**config.mk**
```make
export PLATFORM = sky130hd
export DESIGN_NAME = tcdm_arb_ctrl
export DESIGN_NICKNAME = d
export VERILOG_FILES = /design/src/source/tcdm_pkg.sv /design/src/source/tcdm_arb_ctrl.sv
export SDC_FILE = /design/constraint.sdc
export NUM_CORES = 1
export LEC_CHECK = 0
export ABC_AREA = 1
export BUFFER_PORTS_ARGS = -buffer_cell sky130_fd_sc_hd__buf_4
export CORE_MARGIN = 2
export CORE_UTILIZATION = 25
export DETAILED_ROUTE_END_ITERATION = 10
export GPL_ROUTABILITY_DRIVEN = 1
export PLACE_DENSITY_LB_ADDON = 0.05
export SLEW_MARGIN = 20
export SYNTH_ARGS = -nofsm -noshare
export SYNTH_HDL_FRONTEND = slang
export SYNTH_SLANG_ARGS = --single-unit
```
**constraint.sdc**
```tcl
create_clock -name clk_i -period 4.2 [get_ports clk_i]
set_input_delay 0.42 -clock clk_i [delete_from_list [all_inputs] [get_ports clk_i]]
set_output_delay 0.42 -clock clk_i [all_outputs]
set_load 0.05 [all_outputs]
```
**src/source/tcdm_pkg.sv**
```systemverilog
/*
 * tcdm package
 * data and address widths, address field positions and the
 * arbitration policy encoding shared by the data memory subsystem
 */

`default_nettype none

package tcdm_pkg;

  localparam int unsigned ADDR_W = 12;         // byte address
  localparam int unsigned DATA_W = 32;
  localparam int unsigned BE_W   = DATA_W / 8; // one enable per byte

  // address bit marking an atomic test-and-set
  localparam int unsigned TS_BIT = 10;

  typedef enum logic {
    POLICY_FIXED = 1'b0, // lowest core index wins
    POLICY_RR    = 1'b1  // core after last winner goes first
  } policy_t;

endpackage

`default_nettype wire

```
**src/source/tcdm_arb_ctrl.sv**
```systemverilog
/*
 * arbitration control
 * holds the crossbar arbitration policy, written through a plain
 * strobe, and counts cycles in which any bank saw a conflict
 */

`timescale 1ns/1ps
`default_nettype none

module tcdm_arb_ctrl #(
  parameter int unsigned N_BANK = 4
) (
  input  logic                    clk_i,
  input  logic                    rst_ni,
  input  logic                    cfg_we_i,
  input  tcdm_pkg::policy_t       cfg_policy_i,
  input  logic [N_BANK-1:0]       conflict_i,
  output tcdm_pkg::policy_t       policy_o,
  output logic [15:0]             conflict_cnt_o
);

  tcdm_pkg::policy_t policy_q;
  logic [15:0]       cnt_q;

  always_ff @(posedge clk_i or negedge rst_ni) begin
    if (!rst_ni) begin
      policy_q <= tcdm_pkg::POLICY_FIXED;
      cnt_q    <= '0;
    end else begin
      if (cfg_we_i) policy_q <= cfg_policy_i; // used from next cycle on
      if (|conflict_i && cnt_q != '1) begin
        cnt_q <= cnt_q + 16'd1; // saturates at all ones
      end
    end
  end

  assign policy_o       = policy_q;
  assign conflict_cnt_o = cnt_q;

  // counter only moves up between resets
  a_cnt_monotonic: assert property (@(posedge clk_i) disable iff (!rst_ni)
    conflict_cnt_o >= $past(conflict_cnt_o));

endmodule

`default_nettype wire

```
**Word-level counts from Yosys, hierarchy flattened**

Cells that the tools add are included.

- Register bits: 17
- Logic and storage cells: 6

- Add/sub/neg operators: 1
- Equal/unequal tests: 1
- Reduce and logical (&&, ||, !) cells: 2

Operators with widths:

| kind | count |
|---|---|
| $add 16x1->16 const B | 1 |
| $ne 16x16->1 const B | 1 |
| $reduce_or 4->1 | 1 |
| $logic_and 1x1->1 | 1 |

**Depth between registers and ports, before layout**

- Word-level depth: 2
- Gate-level depth with buffers: 9
- Gate-level depth less buffers: 8

**Worst setup path after synthesis**

Ideal clock, no wire load.

- Kind: flip-flop to flip-flop
- Start: register cnt_q[1], in the netlist conflict_cnt_o[1]
- End: register cnt_q[8], in the netlist conflict_cnt_o[8]
- Library setup time: 0.118 ns
- Arrival: 1.648 ns
- Data required time: 4.082 ns
- Slack: 2.433 ns
- Stages on the path, launching flop included: 10
- Path buffers: 1
- Period minus slack after synthesis: 1.767 ns
- Cell sequence: dfrtp_1 > ha_1 > nand2_1 > nor2_4 > nand2_2 > nor2_4 > nor2_2 > buf_6 > nand2_1 > nand2_1

- Longest elaborated chain between the ends: 2
- Elaborated cells between the ends (all ways): 3

Ends and longest elaborated chain:

| what | RTL line | source |
|---|---|---|
| start, declared | tcdm_arb_ctrl.sv:23 | `logic [15:0] cnt_q;` |
| start signal, assigned | tcdm_arb_ctrl.sv:32 | `cnt_q <= cnt_q + 16'd1;` |
| branches (longest 2 deep; another with $add 16x1->16) | n/a |  |

Several ways; the timed one is not identified.
A chain may end at the register's enable or synchronous reset.

**Worst setup path in the final report**

- Start: register cnt_q[0], in the netlist conflict_cnt_o[0]
- End: register cnt_q[7], in the netlist conflict_cnt_o[7]

Same word-level chain as after synthesis.

==> flow_summary.yaml <==
yosys:
  synth_compound_area_share_pct: 3.46
  netlist_area_mm2: 0.00112
  synth_fa_ha_area_share_pct: 1.12
  synth_fp_nets: 171
  synth_area_per_cell_um2: 6.92
  synth.mux.area_fraction_pct: 1.00
  synth_top_family_by_area: "simple AND/OR/NAND/NOR gates"
  yosys_warnings: 0
  synth_xor_area_share_pct: 3.13
  synthCells: 162
  ys_seq_area_share_pct: 37.9
  yosysUniqueCellTypes: 20
  synth.ff_latch_count: 17
  synth-simple-area-share_pct: 44.3
worst_setup_path:
  reg2reg_slack_ns: 2.59
  cp_data_required_time_ns: 4.39
  arrival_ns: 1.81
  r2r_start: "conflict_cnt_o[0]"
  worst-path-max-fanout: 11
  crit_path_cell_trace: "ha_1, nand2_1, nor2_4, nand2_2, nor2_4, nor2_2, nand2_1, o21ai_2"
  critPathKind: "reg2reg"
  cp-start-kind: "register"
  r2r_cells: 8
  r2r_end: "conflict_cnt_o[7]"
  max_stage_delay_ns: 0.43
  cp-end-kind: "register"
  slowest_stage: "dfrtp_1"
grt:
  grt_pass1_vias: 1094
  grt_pass1_wl_um: 5160
  antenna_found_initial: 0
  globalRouteOverflowTotal: 0
  track_usage_pct: 13.0
  grt_max_degree: 18
cts:
  cts.path.max_buffers: 2
  cts_setup_buffers: 0
  postCtsHoldBufs: 0
  cts_tree: "yes"
  clk_pin_slew_worst_paths_ns: 0.08
  clock-sinks: 17
  numCtsBuffers: 3
  clkLatencyLatePin_ns: 0.26
  clock-root-buffer: "clkbuf_8"
  cts_resized: 0
  htree_levels: 1
layout:
  layout.cells.most_common: "nand2_1"
  fin_nets: 198
  final_cell_mix: "nand2_1, buf_4, dfrtp_1"
  syn2layout_area_growth_pct: 23.7
  diodes: 0
  fin_area_mm2: 0.00139
  final_layout_size_suffix_gt1_share_pct: 24.5
sta:
  holdWs_ns: 0.0204
  setup_viol: 0
  worstMarginPinSlew_ns: 0.477
  rsz0062_at_grt: "false"
  hold_violations: 0
  period_share_pct: 38.4
  max_freq_mhz: 620
  fin_crit_ns: 1.61
  setup-tns-final_ns: 0
  slew_headroom_pct: 68.2
  drv_slew: 0
  fin_skew_ns: 0.00508
power_and_ir_drop:
  p_leak_nw: 0.705
  power.density_mw_per_mm2: 464
  vdd_drop_max_uv: 268
drt:
  drt_iter0_drc: 83
  ant_nets: 0
  wirelength_um: 2850
  drc: 0
  via_count: 1053
  drt-wirelength-per-cell_um: 11.9
  viasPerCell: 4.39
  drtPass1Iterations: 4
placement:
  postPlaceCellArea_mm2: 0.00134
  port_buffers: 24
  dp_hpwl_um: 2160
  gp_congestion: 0.852
die:
  dieArea_mm2: 0.00504
  die-height_um: 71.0
  fp-row-count: 24
  die_x_um: 71.0
  initial_core_util_pct: 25.9
  ios: 25
  core_area_mm2: 0.00432
job:
  drv_cap: 0
hold_path:
  hp-class: "in2async"
run_status:
  status: "complete, no violations"
-- synth_stat cells --
cell type  number  share of area, %
o21ai_0         6               2.7
dfrtp_1        17                38
nand3_1         7               3.1
nand2_4         2               2.0
xor2_1          2               1.6
mux2_2          1               1.0
nor2_1         14               4.7
and2_1          1              0.56
nor2_4          3               3.0
xnor2_1         2               1.6
nand2_2         2               1.1
ha_1            1               1.1
buf_6           1               1.0
o21ai_2         1              0.78
nor2_2          5               2.8
buf_8           1               1.3
nand2_1        69                23
nand4_1         7               3.9
inv_1          16               5.4
inv_2           4               1.3
-- worst max-delay path by stage --
| stage | startpoint | end | slack (ns) | cells after the start |
|---|---|---|---|---|
| final | conflict_cnt_o[0] | conflict_cnt_o[7] | 2.59 | 8 |
| after floorplan | conflict_cnt_o[1] | conflict_cnt_o[8] | 2.43 | 9 |
| after CTS | conflict_cnt_o[1] | conflict_cnt_o[7] | 2.56 | 8 |
| after detailed placement | conflict_cnt_o[0] | conflict_cnt_o[7] | 2.56 | 8 |
| after global routing | conflict_cnt_o[1] | conflict_cnt_o[7] | 2.36 | 8 |
| after global placement | conflict_cnt_o[1] | conflict_cnt_o[7] | 2.61 | 8 |
-- final cells by class --
class / instances / area (um^2)
clock buffers: 3 / 41.3
repair buffers: 24 / 180
clock inverters: 1 / 5.00
well taps: 52 / 65.1
inverters: 20 / 75.1
fillers: 480 / 2940
flip-flops and latches: 17 / 425
multi-input cells: 123 / 594
-- power breakdown --
group | total [mW] | internal, mW | switching, mW
sequential | 0.244 | 0.195 | 0.0491
clock | 0.129 | 0.0660 | 0.0631
combinational | 0.271 | 0.0837 | 0.187
-- state kept, by name, summed over array words and instances, names as in the netlist --
signal	flops
conflict_cnt_o	16
policy_o	1
-- metrics by stage --
stage	std cells	power, mW	utilization, %	setup slack (ns)
after floorplan	162	0.433	-	2.43
after global placement	236	0.522	31.0	2.61
after detailed placement	236	0.523	31.0	2.56
after CTS	240	0.656	32.1	2.56
after global routing	240	0.688	32.1	2.36
final	240	0.644	32.1	2.59
-- per-layer routing --
| metal | wire (um) | global-route usage [%] | vias to the layer above |
|---|---|---|---|
| met1 | 1310 | 16.6 | 473 |
| li1 | - | - | 547 |
| met5 | 0 | 0 | - |
| met4 | 29 | 4.19 | 0 |
| met2 | 1380 | 21.8 | 29 |
| met3 | 128 | 2.71 | 4 |
-- kinds of logic (layout without fill, tap and decap cells) --
| logic type | Yosys count | count (layout) |
|---|---|---|
| and+or+nand+nor | 110 | 110 |
| buffers and inverters | 22 | 48 |
| DFF | 17 | 17 |
| AOI/OAI and AO/OA | 7 | 7 |
| xor gates and xnor gates | 4 | 4 |
| adders and majority gates | 1 | 1 |
| muxes | 1 | 1 |
-- critical path: cells and delay by family (launching register included) --
family / cells / cell delay, ns
and+or+nand+nor: 6 / 0.80
DFF: 1 / 0.43
AOI/OAI and AO/OA: 1 / 0.07
adders and majority gates: 1 / 0.26
No activity file was read; power rests on OpenSTA's default activity.
