===== src/source/tcdm_pkg.sv =====
/*
 * tcdm package
 * data and address widths, address field positions and the
 * arbitration policy encoding shared by the data memory subsystem
 */

`default_nettype none

package tcdm_pkg;

  localparam int unsigned ADDR_W = 12;         // byte address
  localparam int unsigned DATA_W = 32;
  localparam int unsigned BE_W   = DATA_W / 8; // one enable per byte

  // address bit marking an atomic test-and-set
  localparam int unsigned TS_BIT = 10;

  typedef enum logic {
    POLICY_FIXED = 1'b0, // lowest core index wins
    POLICY_RR    = 1'b1  // core after last winner goes first
  } policy_t;

endpackage

`default_nettype wire


===== src/source/bank_arbiter.sv =====
/*
 * bank arbiter
 * picks one requesting core per cycle, by fixed priority or
 * round-robin after the last winner, and muxes out its payload
 */

`timescale 1ns/1ps
`default_nettype none

module bank_arbiter #(
  parameter int unsigned N_CORE = 4,
  parameter type payload_t = logic,
  localparam int unsigned IDX_W = (N_CORE > 1) ? $clog2(N_CORE) : 1
) (
  input  logic                      clk_i,
  input  logic                      rst_ni,
  input  tcdm_pkg::policy_t         policy_i,
  input  logic     [N_CORE-1:0]     req_i,
  input  payload_t [N_CORE-1:0]     payload_i,
  output logic     [N_CORE-1:0]     gnt_o,
  output logic                      valid_o,
  output logic     [IDX_W-1:0]      winner_o,
  output payload_t                  payload_o,
  output logic                      conflict_o
);

  logic [IDX_W-1:0] rr_q; // last winner
  logic [IDX_W-1:0] winner;

  always_comb begin : pick
    int unsigned idx;
    logic        hit;
    hit    = 1'b0;
    winner = '0;
    for (int unsigned i = 0; i < N_CORE; i++) begin
      if (policy_i == tcdm_pkg::POLICY_RR) begin
        idx = rr_q + i + 1;
        idx = idx % N_CORE; // wraps past the top core
      end else begin
        idx = i;
      end
      if (!hit && req_i[idx]) begin
        hit    = 1'b1;
        winner = IDX_W'(idx);
      end
    end
  end

  always_comb begin
    gnt_o = '0;
    if (valid_o) gnt_o[winner] = 1'b1;
  end

  assign valid_o    = |req_i;
  assign winner_o   = winner;
  assign payload_o  = payload_i[winner];
  assign conflict_o = (req_i & (req_i - 1'b1)) != '0; // two or more bits set

  always_ff @(posedge clk_i or negedge rst_ni) begin
    if (!rst_ni) begin
      rr_q <= '0;
    end else if (valid_o) begin
      rr_q <= winner; // moves only on a grant
    end
  end

  a_gnt_onehot: assert property (@(posedge clk_i) disable iff (!rst_ni)
    $onehot0(gnt_o));

  a_gnt_to_req: assert property (@(posedge clk_i) disable iff (!rst_ni)
    (gnt_o & ~req_i) == '0);

endmodule

`default_nettype wire


===== src/source/tcdm_xbar.sv =====
/*
 * logarithmic crossbar
 * decodes the bank of every core request, arbitrates per bank and
 * routes the registered bank read data back to the winning core
 */

`timescale 1ns/1ps
`default_nettype none

module tcdm_xbar #(
  parameter int unsigned N_CORE     = 4,
  parameter int unsigned N_BANK     = 4,
  parameter int unsigned BANK_WORDS = 64,
  localparam int unsigned ROW_W     = $clog2(BANK_WORDS)
) (
  input  logic                                     clk_i,
  input  logic                                     rst_ni,
  input  tcdm_pkg::policy_t                        policy_i,
  output logic [N_BANK-1:0]                        conflict_o,
  // core side
  input  logic [N_CORE-1:0]                        core_req_i,
  input  logic [N_CORE-1:0]                        core_wen_i,
  input  logic [N_CORE-1:0][tcdm_pkg::ADDR_W-1:0]  core_addr_i,
  input  logic [N_CORE-1:0][tcdm_pkg::BE_W-1:0]    core_be_i,
  input  logic [N_CORE-1:0][tcdm_pkg::DATA_W-1:0]  core_wdata_i,
  output logic [N_CORE-1:0]                        core_gnt_o,
  output logic [N_CORE-1:0]                        core_r_valid_o,
  output logic [N_CORE-1:0][tcdm_pkg::DATA_W-1:0]  core_r_rdata_o,
  // bank side
  output logic [N_BANK-1:0]                        bank_req_o,
  output logic [N_BANK-1:0]                        bank_wen_o,
  output logic [N_BANK-1:0]                        bank_ts_o,
  output logic [N_BANK-1:0][ROW_W-1:0]             bank_row_o,
  output logic [N_BANK-1:0][tcdm_pkg::BE_W-1:0]    bank_be_o,
  output logic [N_BANK-1:0][tcdm_pkg::DATA_W-1:0]  bank_wdata_o,
  input  logic [N_BANK-1:0][tcdm_pkg::DATA_W-1:0]  bank_rdata_i
);

  localparam int unsigned BANK_IW   = (N_BANK > 1) ? $clog2(N_BANK) : 1;
  localparam int unsigned IDX_W     = (N_CORE > 1) ? $clog2(N_CORE) : 1;
  localparam int unsigned ROW_LSB   = 2 + $clog2(N_BANK); // above offset and bank bits
  localparam int unsigned PAYLOAD_W = 2 + ROW_W + tcdm_pkg::BE_W + tcdm_pkg::DATA_W;

  // wen, ts, row, be, wdata packed flat
  typedef logic [PAYLOAD_W-1:0] req_payload_t;

  logic         [N_CORE-1:0][BANK_IW-1:0] bank_sel;
  req_payload_t [N_CORE-1:0]              core_payload;
  logic         [N_BANK-1:0][N_CORE-1:0]  bank_core_req;
  logic         [N_BANK-1:0][N_CORE-1:0]  bank_gnt;
  logic         [N_BANK-1:0][IDX_W-1:0]   bank_winner;
  req_payload_t [N_BANK-1:0]              bank_payload;
  logic         [N_BANK-1:0]              resp_valid_q;
  logic         [N_BANK-1:0][IDX_W-1:0]   resp_core_q;

  for (genvar c = 0; c < N_CORE; c++) begin : g_core
    assign bank_sel[c] = BANK_IW'((core_addr_i[c] >> 2) % N_BANK); // word interleaved
    assign core_payload[c] = {
      core_wen_i[c],
      core_addr_i[c][tcdm_pkg::TS_BIT] & ~core_wen_i[c], // a write is never atomic
      core_addr_i[c][ROW_LSB +: ROW_W],
      core_be_i[c],
      core_wdata_i[c]
    };

    // response exactly one cycle after every grant
    a_gnt_resp: assert property (@(posedge clk_i) disable iff (!rst_ni)
      core_gnt_o[c] |=> core_r_valid_o[c]);
  end

  for (genvar b = 0; b < N_BANK; b++) begin : g_bank
    for (genvar c = 0; c < N_CORE; c++) begin : g_req
      assign bank_core_req[b][c] = core_req_i[c] && (bank_sel[c] == BANK_IW'(b));
    end

    bank_arbiter #(
      .N_CORE    ( N_CORE        ),
      .payload_t ( req_payload_t )
    ) i_arb (
      .clk_i      ( clk_i            ),
      .rst_ni     ( rst_ni           ),
      .policy_i   ( policy_i         ),
      .req_i      ( bank_core_req[b] ),
      .payload_i  ( core_payload     ),
      .gnt_o      ( bank_gnt[b]      ),
      .valid_o    ( bank_req_o[b]    ),
      .winner_o   ( bank_winner[b]   ),
      .payload_o  ( bank_payload[b]  ),
      .conflict_o ( conflict_o[b]    )
    );

    assign {bank_wen_o[b], bank_ts_o[b], bank_row_o[b], bank_be_o[b], bank_wdata_o[b]}
      = bank_payload[b];
  end

  always_comb begin : gnt_merge
    core_gnt_o = '0;
    for (int b = 0; b < N_BANK; b++) core_gnt_o |= bank_gnt[b];
  end

  // bank never stalls, so every bank request is a grant
  always_ff @(posedge clk_i or negedge rst_ni) begin
    if (!rst_ni) begin
      resp_valid_q <= '0;
      resp_core_q  <= '0;
    end else begin
      resp_valid_q <= bank_req_o;
      resp_core_q  <= bank_winner;
    end
  end

  always_comb begin : resp_route
    core_r_valid_o = '0;
    core_r_rdata_o = '0;
    for (int b = 0; b < N_BANK; b++) begin
      if (resp_valid_q[b]) begin
        core_r_valid_o[resp_core_q[b]] = 1'b1;
        core_r_rdata_o[resp_core_q[b]] = bank_rdata_i[b]; // one bank per core at most
      end
    end
  end

endmodule

`default_nettype wire


===== config.mk =====
export PLATFORM = sky130hd
export DESIGN_NAME = tcdm_xbar
export DESIGN_NICKNAME = d
export VERILOG_FILES = /design/src/source/tcdm_pkg.sv /design/src/source/bank_arbiter.sv /design/src/source/tcdm_xbar.sv
export SDC_FILE = /design/constraint.sdc
export NUM_CORES = 1
export LEC_CHECK = 0
export BUFFER_PORTS_ARGS = -buffer_cell sky130_fd_sc_hd__buf_2
export CORE_AREA = 5 5 248 250
export DETAILED_ROUTE_END_ITERATION = 12
export DIE_AREA = 0 0 253 255
export SLEW_MARGIN = 20
export SYNTH_ARGS = -nofsm -noshare
export SYNTH_HDL_FRONTEND = slang
export SYNTH_SLANG_ARGS = --single-unit
export TNS_END_PERCENT = 50

===== constraint.sdc =====
create_clock -name clk_i -period 4.6 [get_ports clk_i]
set_input_delay 0.92 -clock clk_i [delete_from_list [all_inputs] [get_ports clk_i]]
set_output_delay 0.92 -clock clk_i [all_outputs]
set_load 0.03 [all_outputs]

# --- Word level (Yosys, flattened, before mapping) ---
# Cells that the tools add are included.
# Widths: inputs -> output; s select.
word_totals:
  out_inout_bits: 320
  input_bits: 331
  regBits: 20
  elab_cells: 283
classes:
  n_addsub: 28
  muxes: 123
  n_bitwise: 19
  eq_ne: 12
  order_cmp: 32
  n_reduce_logical: 60
op_table:
  columns: ["cell", "count"]
  rows:
  - ["$mux 128", 4]
  - ["$bwmux 128", 3]
  - ["$bmux 44 s2", 4]
  - ["$demux 32 s2", 4]
  - ["$mux 44", 4]
  - ["$and 128x128->128", 1]
  - ["$lt 32x3->1 const B", 4]
  - ["$mux 32", 4]
  - ["$mux 2", 32]
  - ["$lt 2x3->1 const B", 20]
  - ["$logic_and 1x1->1", 36]
  - ["$mux 1", 36]
  - ["$add 2x1->2 const B", 16]
  - ["$bmux 1 s2", 16]
  - ["$mux 4", 8]
  - ["$or 4x4->4", 6]
  - ["$add 2x2->2 const B", 8]
  - ["$and 4x4->4", 4]
  - ["$demux 1 s2", 8]
  - ["$eq 2x2->1 const B", 8]
  - ["$ge 2x1->1 const B", 8]
  - ["$reduce_bool 4->1", 4]
  - ["$reduce_or 4->1", 4]
  - ["$sub 4x1->4 const B", 4]
  - ["other kinds (5)", 28]

# --- Depth between registers and ports, before layout ---
depth:
  ltp_word: 22
  mapped_depth: 12
  mapped_depth_nobuf: 8

# --- Cells and area by module ---
# From an unflattened synthesis, not the netlist that was laid out.
hier_totals:
  cells_unflattened: 1740
  hier_area_um2: 13610.6
by_module_without_submodules:
  columns: ["mod", "seq_area_each_um2", "area_each_um2", "cells_per_inst", "instances"]
  rows:
  - ["bank_arbiter", 50.0, 2010.7, 217, 4]
  - ["tcdm_xbar", 300.3, 5567.8, 872, 1]

# --- Least setup slack after synthesis ---
# Ideal clock, no wire load.
synth_path:
  path_type: "in2out"
  start: "in policy_i"
  end: "out core_gnt_o[0]"
  t_required_ns: 3.680
  setup_slack_ns: 0.213
  path_stages: 8
  n_path_buf: 1
  arrival_ns: 3.467
  cell_sequence: "nor2b_1 > clkbuf_1 > mux4_2 > o2111ai_1 > o21ai_1 > nor3_2 > inv_2 > o311ai_1"
synth_via:
  elab_chain_len: 21
  elab_cells_between_ends: 127
  cone_classes: "order compare: 8; mux: 88; bitwise: 3; reduce/logical: 28"
synth_rtl:
  columns: ["item", "line", "rtl"]
  rows:
  - ["start, declared", "tcdm_xbar.sv:18", "input tcdm_pkg::policy_t policy_i,"]
  - ["$mux 2", "bank_arbiter.sv:36", "if (policy_i == tcdm_pkg::POLICY_RR) begin"]
  - ["$bmux 1 s2", "bank_arbiter.sv:42", "if (!hit && req_i[idx]) begin"]
  - ["$mux 1 (implied by the code)", "bank_arbiter.sv:42", null]
  - ["$mux 1", "bank_arbiter.sv:42", null]
  - ["$logic_not 1->1", "bank_arbiter.sv:42", null]
  - ["$logic_and 1x1->1", "bank_arbiter.sv:42", null]
  - ["$mux 1", "bank_arbiter.sv:42", null]
  - ["$logic_not 1->1", "bank_arbiter.sv:42", null]
  - ["(+4 left out)", null, null]
  - ["$mux 2", "bank_arbiter.sv:42", null]
  - ["$lt 2x3->1 (implied by the code) or $ge 2x1->1 (tied branches)", "bank_arbiter.sv:51", "if (valid_o) gnt_o[winner] = 1'b1;"]
  - ["$logic_and 1x1->1 (implied by the code)", "bank_arbiter.sv:51", null]
  - ["$mux 1 (implied by the code)", "bank_arbiter.sv:51", null]
  - ["$demux 1 s2", null, null]
  - ["$mux 4", "bank_arbiter.sv:51", null]
  - ["$or 4x4->4 (2 in series)", "tcdm_xbar.sv:98", "for (int b = 0; b < N_BANK; b++) core_gnt_o |= bank_gnt[b];"]
  - ["$or 4x4->4 (*)", "tcdm_xbar.sv:98", null]
  - ["end, declared", "tcdm_xbar.sv:26", "output logic [N_CORE-1:0] core_gnt_o,"]
# Mark *: on every way between the ends. The rest lies on a longest branch, timed or not. The select of a mux whose other input is x is not followed.

==> flow_summary.yaml <==
detailed_routing:
  drt_iter0_drc: 1076
  drc_errors: 0
  wl_per_cell_um: 22.12
  via_count: 15156
  ant_nets: 0
  viasPerCell: 5.119
  drt-total-wl_mm: 65.50
  dr.pass1.iters: 6
placement:
  portBuffers: 638
  dp.final_hpwl_mm: 52.82
  dp_cells: 2927
  place_ws_ns: 0.06358
  gp_congestion: 0.9494
global_route:
  grt-ovfl-total: 0
  grt_usage: 0.1802
  grt_pass1_wl_mm: 91.56
  grt_pass1_vias: 14564
  grt_max_degree: 66
  antenna_found_initial: 34
clock_tree:
  htreeDepth: 1
  clockRootBuffer: "clkbuf_16"
  cts_hold_buf: 0
  cts_buffer_depth: 2
  cts_sinks: 20
  numCtsBuffers: 3
  path_clk_slew_ns: 0.06
  cts_tree: "yes"
  insertion_delay_ns: 0.25
synth:
  synthFlopType: "dfrtp_1"
  synth_compound_area_frac: 0.2390
  muxShareOfSynthArea: 0.4790
  synth_edf_count: 0
  syn-cell-area_um2: 11340
  syn_avg_cell_area_um2: 7.301
  synthAdderAreaFrac: 0
  synth_top_family_by_area: "multiplexers"
  yosys.cell_types.count: 68
  synth_nets: 1884
  yosys.area_share.simple: 0.1543
  yosysWarningCount: 0
  postSynth.asyncResetShare: 1.000
  ys_seq_elements: 20
  syn_inst: 1553
  synthXorXnorAreaFrac: 0.003862
  seq_area_frac_synth: 0.04414
worst_setup_path:
  cp-end-kind: "primary output"
  slowest_stage: "a2111oi_0"
  worstSetupPathType: "input pin to primary output"
  rr_worst_depth: 7
  critPathMaxFanout: 15
  r2r-end: "g_bank[2].i_arb.rr_q[0]$_DFFE_PN0P_"
  crit_buf_inv: 4
  r2r_setup_slack_ns: 2.25
  cp_top_family: "compound AO/OA/AOI/OAI gates"
  cp.required_ns: 3.68
  slowest_delay_ns: 0.47
  cp_cell_sequence: "buf_2 -> and3b_1 -> nand2_1 -> a2111oi_0 -> o221ai_1 -> a41oi_4 -> buf_12 -> buf_12 -> mux2i_1 -> mux2i_1 -> buf_2"
  r2r-start: "g_bank[2].i_arb.rr_q[1]$_DFFE_PN0P_"
  cp-start-kind: "input pin"
  cp_data_arrival_time_ns: 3.66
timing:
  fin_tns_setup_ns: 0
  final-hold-violation-count: 0
  rsz0062_at_grt: "yes"
  max_slew_margin: 0.3852
  worst_pin_slew_ns: 0.9221
  finalSetupViolations: 0
  finalCritPeriodShare: 0.9958
  hold_ws_ns: 0.6005
  fmax_ghz: 0.2183
  period_needed_ns: 4.581
  drv_slew: 0
  fin_ws_ns: 0.01914
  fin_skew_ns: 0.007286
power_and_ir_drop:
  ir_drop_mv: 0.3642
  pwr-share-comb: 0.937
  sequentialPowerShare: 0.041
  p_clk_frac: 0.022
  p_leak_nw: 8.541
  p_switching_mw: 5.097
  swShare: 0.6220
  intPower_mw: 3.098
  pwr_density_cell_nw_per_um2: 503.3
final_layout:
  final_nets: 2495
  utilization: 0.2769
  area_delta_synth_final_pct: 43.61
  final_cells: 2961
  drive_above_1_share: 0.3733
min_path:
  hold_path_startpoint: "g_bank[2].i_arb.rr_q[0]$_DFFE_PN0P_"
  holdPathStages: 2
  hold_path.class: "register to register"
  worstHoldEndpoint: "g_bank[2].i_arb.rr_q[0]$_DFFE_PN0P_"
floorplan:
  die_area_um2: 64520
  coreArea_um2: 58800
  ios: 651
  fp.dieH_um: 255
  placementRows: 89
  fp.dieW_um: 253
  initial_core_util: 0.1928
flow_run:
  max-cap-violations: 0
run_status:
  status: "complete, no violations"
per-layer routing:
| metal | vias up | track usage | share of wire |
|---|---|---|---|
| met3 | 122 | 0.03800 | 0.078 |
| met2 | 783 | 0.3239 | 0.50 |
| li1 | 7108 | - | - |
| met5 | - | 0 | 0.00063 |
| met1 | 7137 | 0.2090 | 0.38 |
| met4 | 6 | 0.07203 | 0.040 |
stage by stage:
step	instance area (um2)	total power, mW
CTS	16050	8.018
finish	16280	8.195
global route	16280	8.631
global placement	15970	7.788
floorplan	11340	5.356
detailed placement	15970	7.810
cell usage after synthesis (all sizes together), types with 9 or more instances:
library cell  count  area, um2
o22ai            35      219.0
nand2b            9      56.30
buf              74      535.5
nor2b             9      56.30
a22oi            97      728.2
o21ai           115      575.6
dfrtp            20      500.5
clkbuf           85      326.6
nand3            17      85.08
nor3             16      85.08
a221oi           33      289.0
nand3b            9      67.56
a21oi           115      575.6
mux2i           537       5375
nand2           134      503.0
nor3b            10      80.07
nor2            151      566.8
inv              11      41.29
worst max path at each step:
stage                    startpoint          endpoint  slack, ns  cells past startpoint
finish              core_addr_i[15]  bank_wdata_o[58]       0.02                     11
global route        core_addr_i[14]     core_gnt_o[1]      -0.01                     12
CTS                   core_req_i[1]  bank_wdata_o[14]       0.05                     11
detailed placement    core_req_i[1]  bank_wdata_o[14]       0.06                     11
global placement    core_addr_i[14]  bank_wdata_o[14]       0.06                     11
floorplan                  policy_i     core_gnt_o[0]       0.21                      8
power by group through the flow:
stage | clock, mW | combinational (mW) | sequential (mW)
3_5_place_dp | 0 | 7.47 | 0.341
4_1_cts | 0.188 | 7.49 | 0.338
2_1_floorplan | 0 | 5.09 | 0.268
3_3_place_gp | 0 | 7.45 | 0.342
5_1_grt | 0.197 | 8.08 | 0.351
6_report | 0.181 | 7.68 | 0.339
layout make-up:
cell class / instances / area [um2]
inverter: 11 / 48.80
tap: 773 / 967.2
clock buffer: 3 / 75.07
timing repair buffer: 765 / 4532
antenna: 26 / 65.06
multi-input combinational: 1363 / 10090
sequential: 20 / 500.5
fill: 6566 / 42510
placed cells by master, fill, tap and decap left out, types with 3 or more instances in the layout:
master | Yosys | final
buf_2 | 34 | 630
mux2i_1 | 537 | 536
nor2_1 | 151 | 145
nand2_1 | 134 | 134
a21oi_1 | 115 | 115
o21ai_0 | 111 | 111
buf_4 | 24 | 99
a22oi_1 | 97 | 97
o22ai_1 | 35 | 35
a221oi_1 | 33 | 33
diode_2 | 0 | 26
buf_12 | 7 | 21
dfrtp_1 | 20 | 20
nand3_1 | 17 | 16
nor3_1 | 15 | 14
nand3b_1 | 9 | 9
nor2b_1 | 9 | 8
nand2b_1 | 9 | 8
buf_6 | 0 | 8
nor3b_1 | 9 | 6
inv_1 | 6 | 6
and3b_1 | 8 | 6
nor2_4 | 0 | 6
clkbuf_16 | 0 | 6
and3_1 | 6 | 5
xor2_1 | 4 | 4
a31oi_1 | 4 | 4
o21ai_1 | 4 | 4
a211o_1 | 4 | 4
a211oi_1 | 4 | 3
inv_2 | 5 | 3
o2111ai_1 | 3 | 3
or3b_2 | 3 | 3
nor3b_2 | 1 | 3
clkbuf_4 | 2 | 3
tightest hold or removal path, delay by kind of cell, from the launching register on:
kind | cells | cell delay [ns]
DFF | 1 | 0.43
and+or+nand+nor | 2 | 0.14
registers in the layout, indices dropped and copies added (netlist names):
register / flops
resp_core_q: 8
g_bank.i_arb.rr_q: 8
resp_valid_q: 4
what timing repair did:
action / 4_1_cts / 5_1_grt
buffers inserted: 0 / 2
endpoints found under the hold margin: 0 / 0
setup endpoints to repair: 0 / 31
gates resized for setup: 0 / 25
kinds of logic (layout without fill, tap and decap cells):
group                     after synthesis  after routing
AOI/OAI and AO/OA                     432            432
muxes                                 540            540
and+or+nand+nor                       386            386
DFF                                    20             20
buffers and inverters                 170            779
xor gates and xnor gates                5              5
other                                   0             26
(Power assumes the default switching activity.)
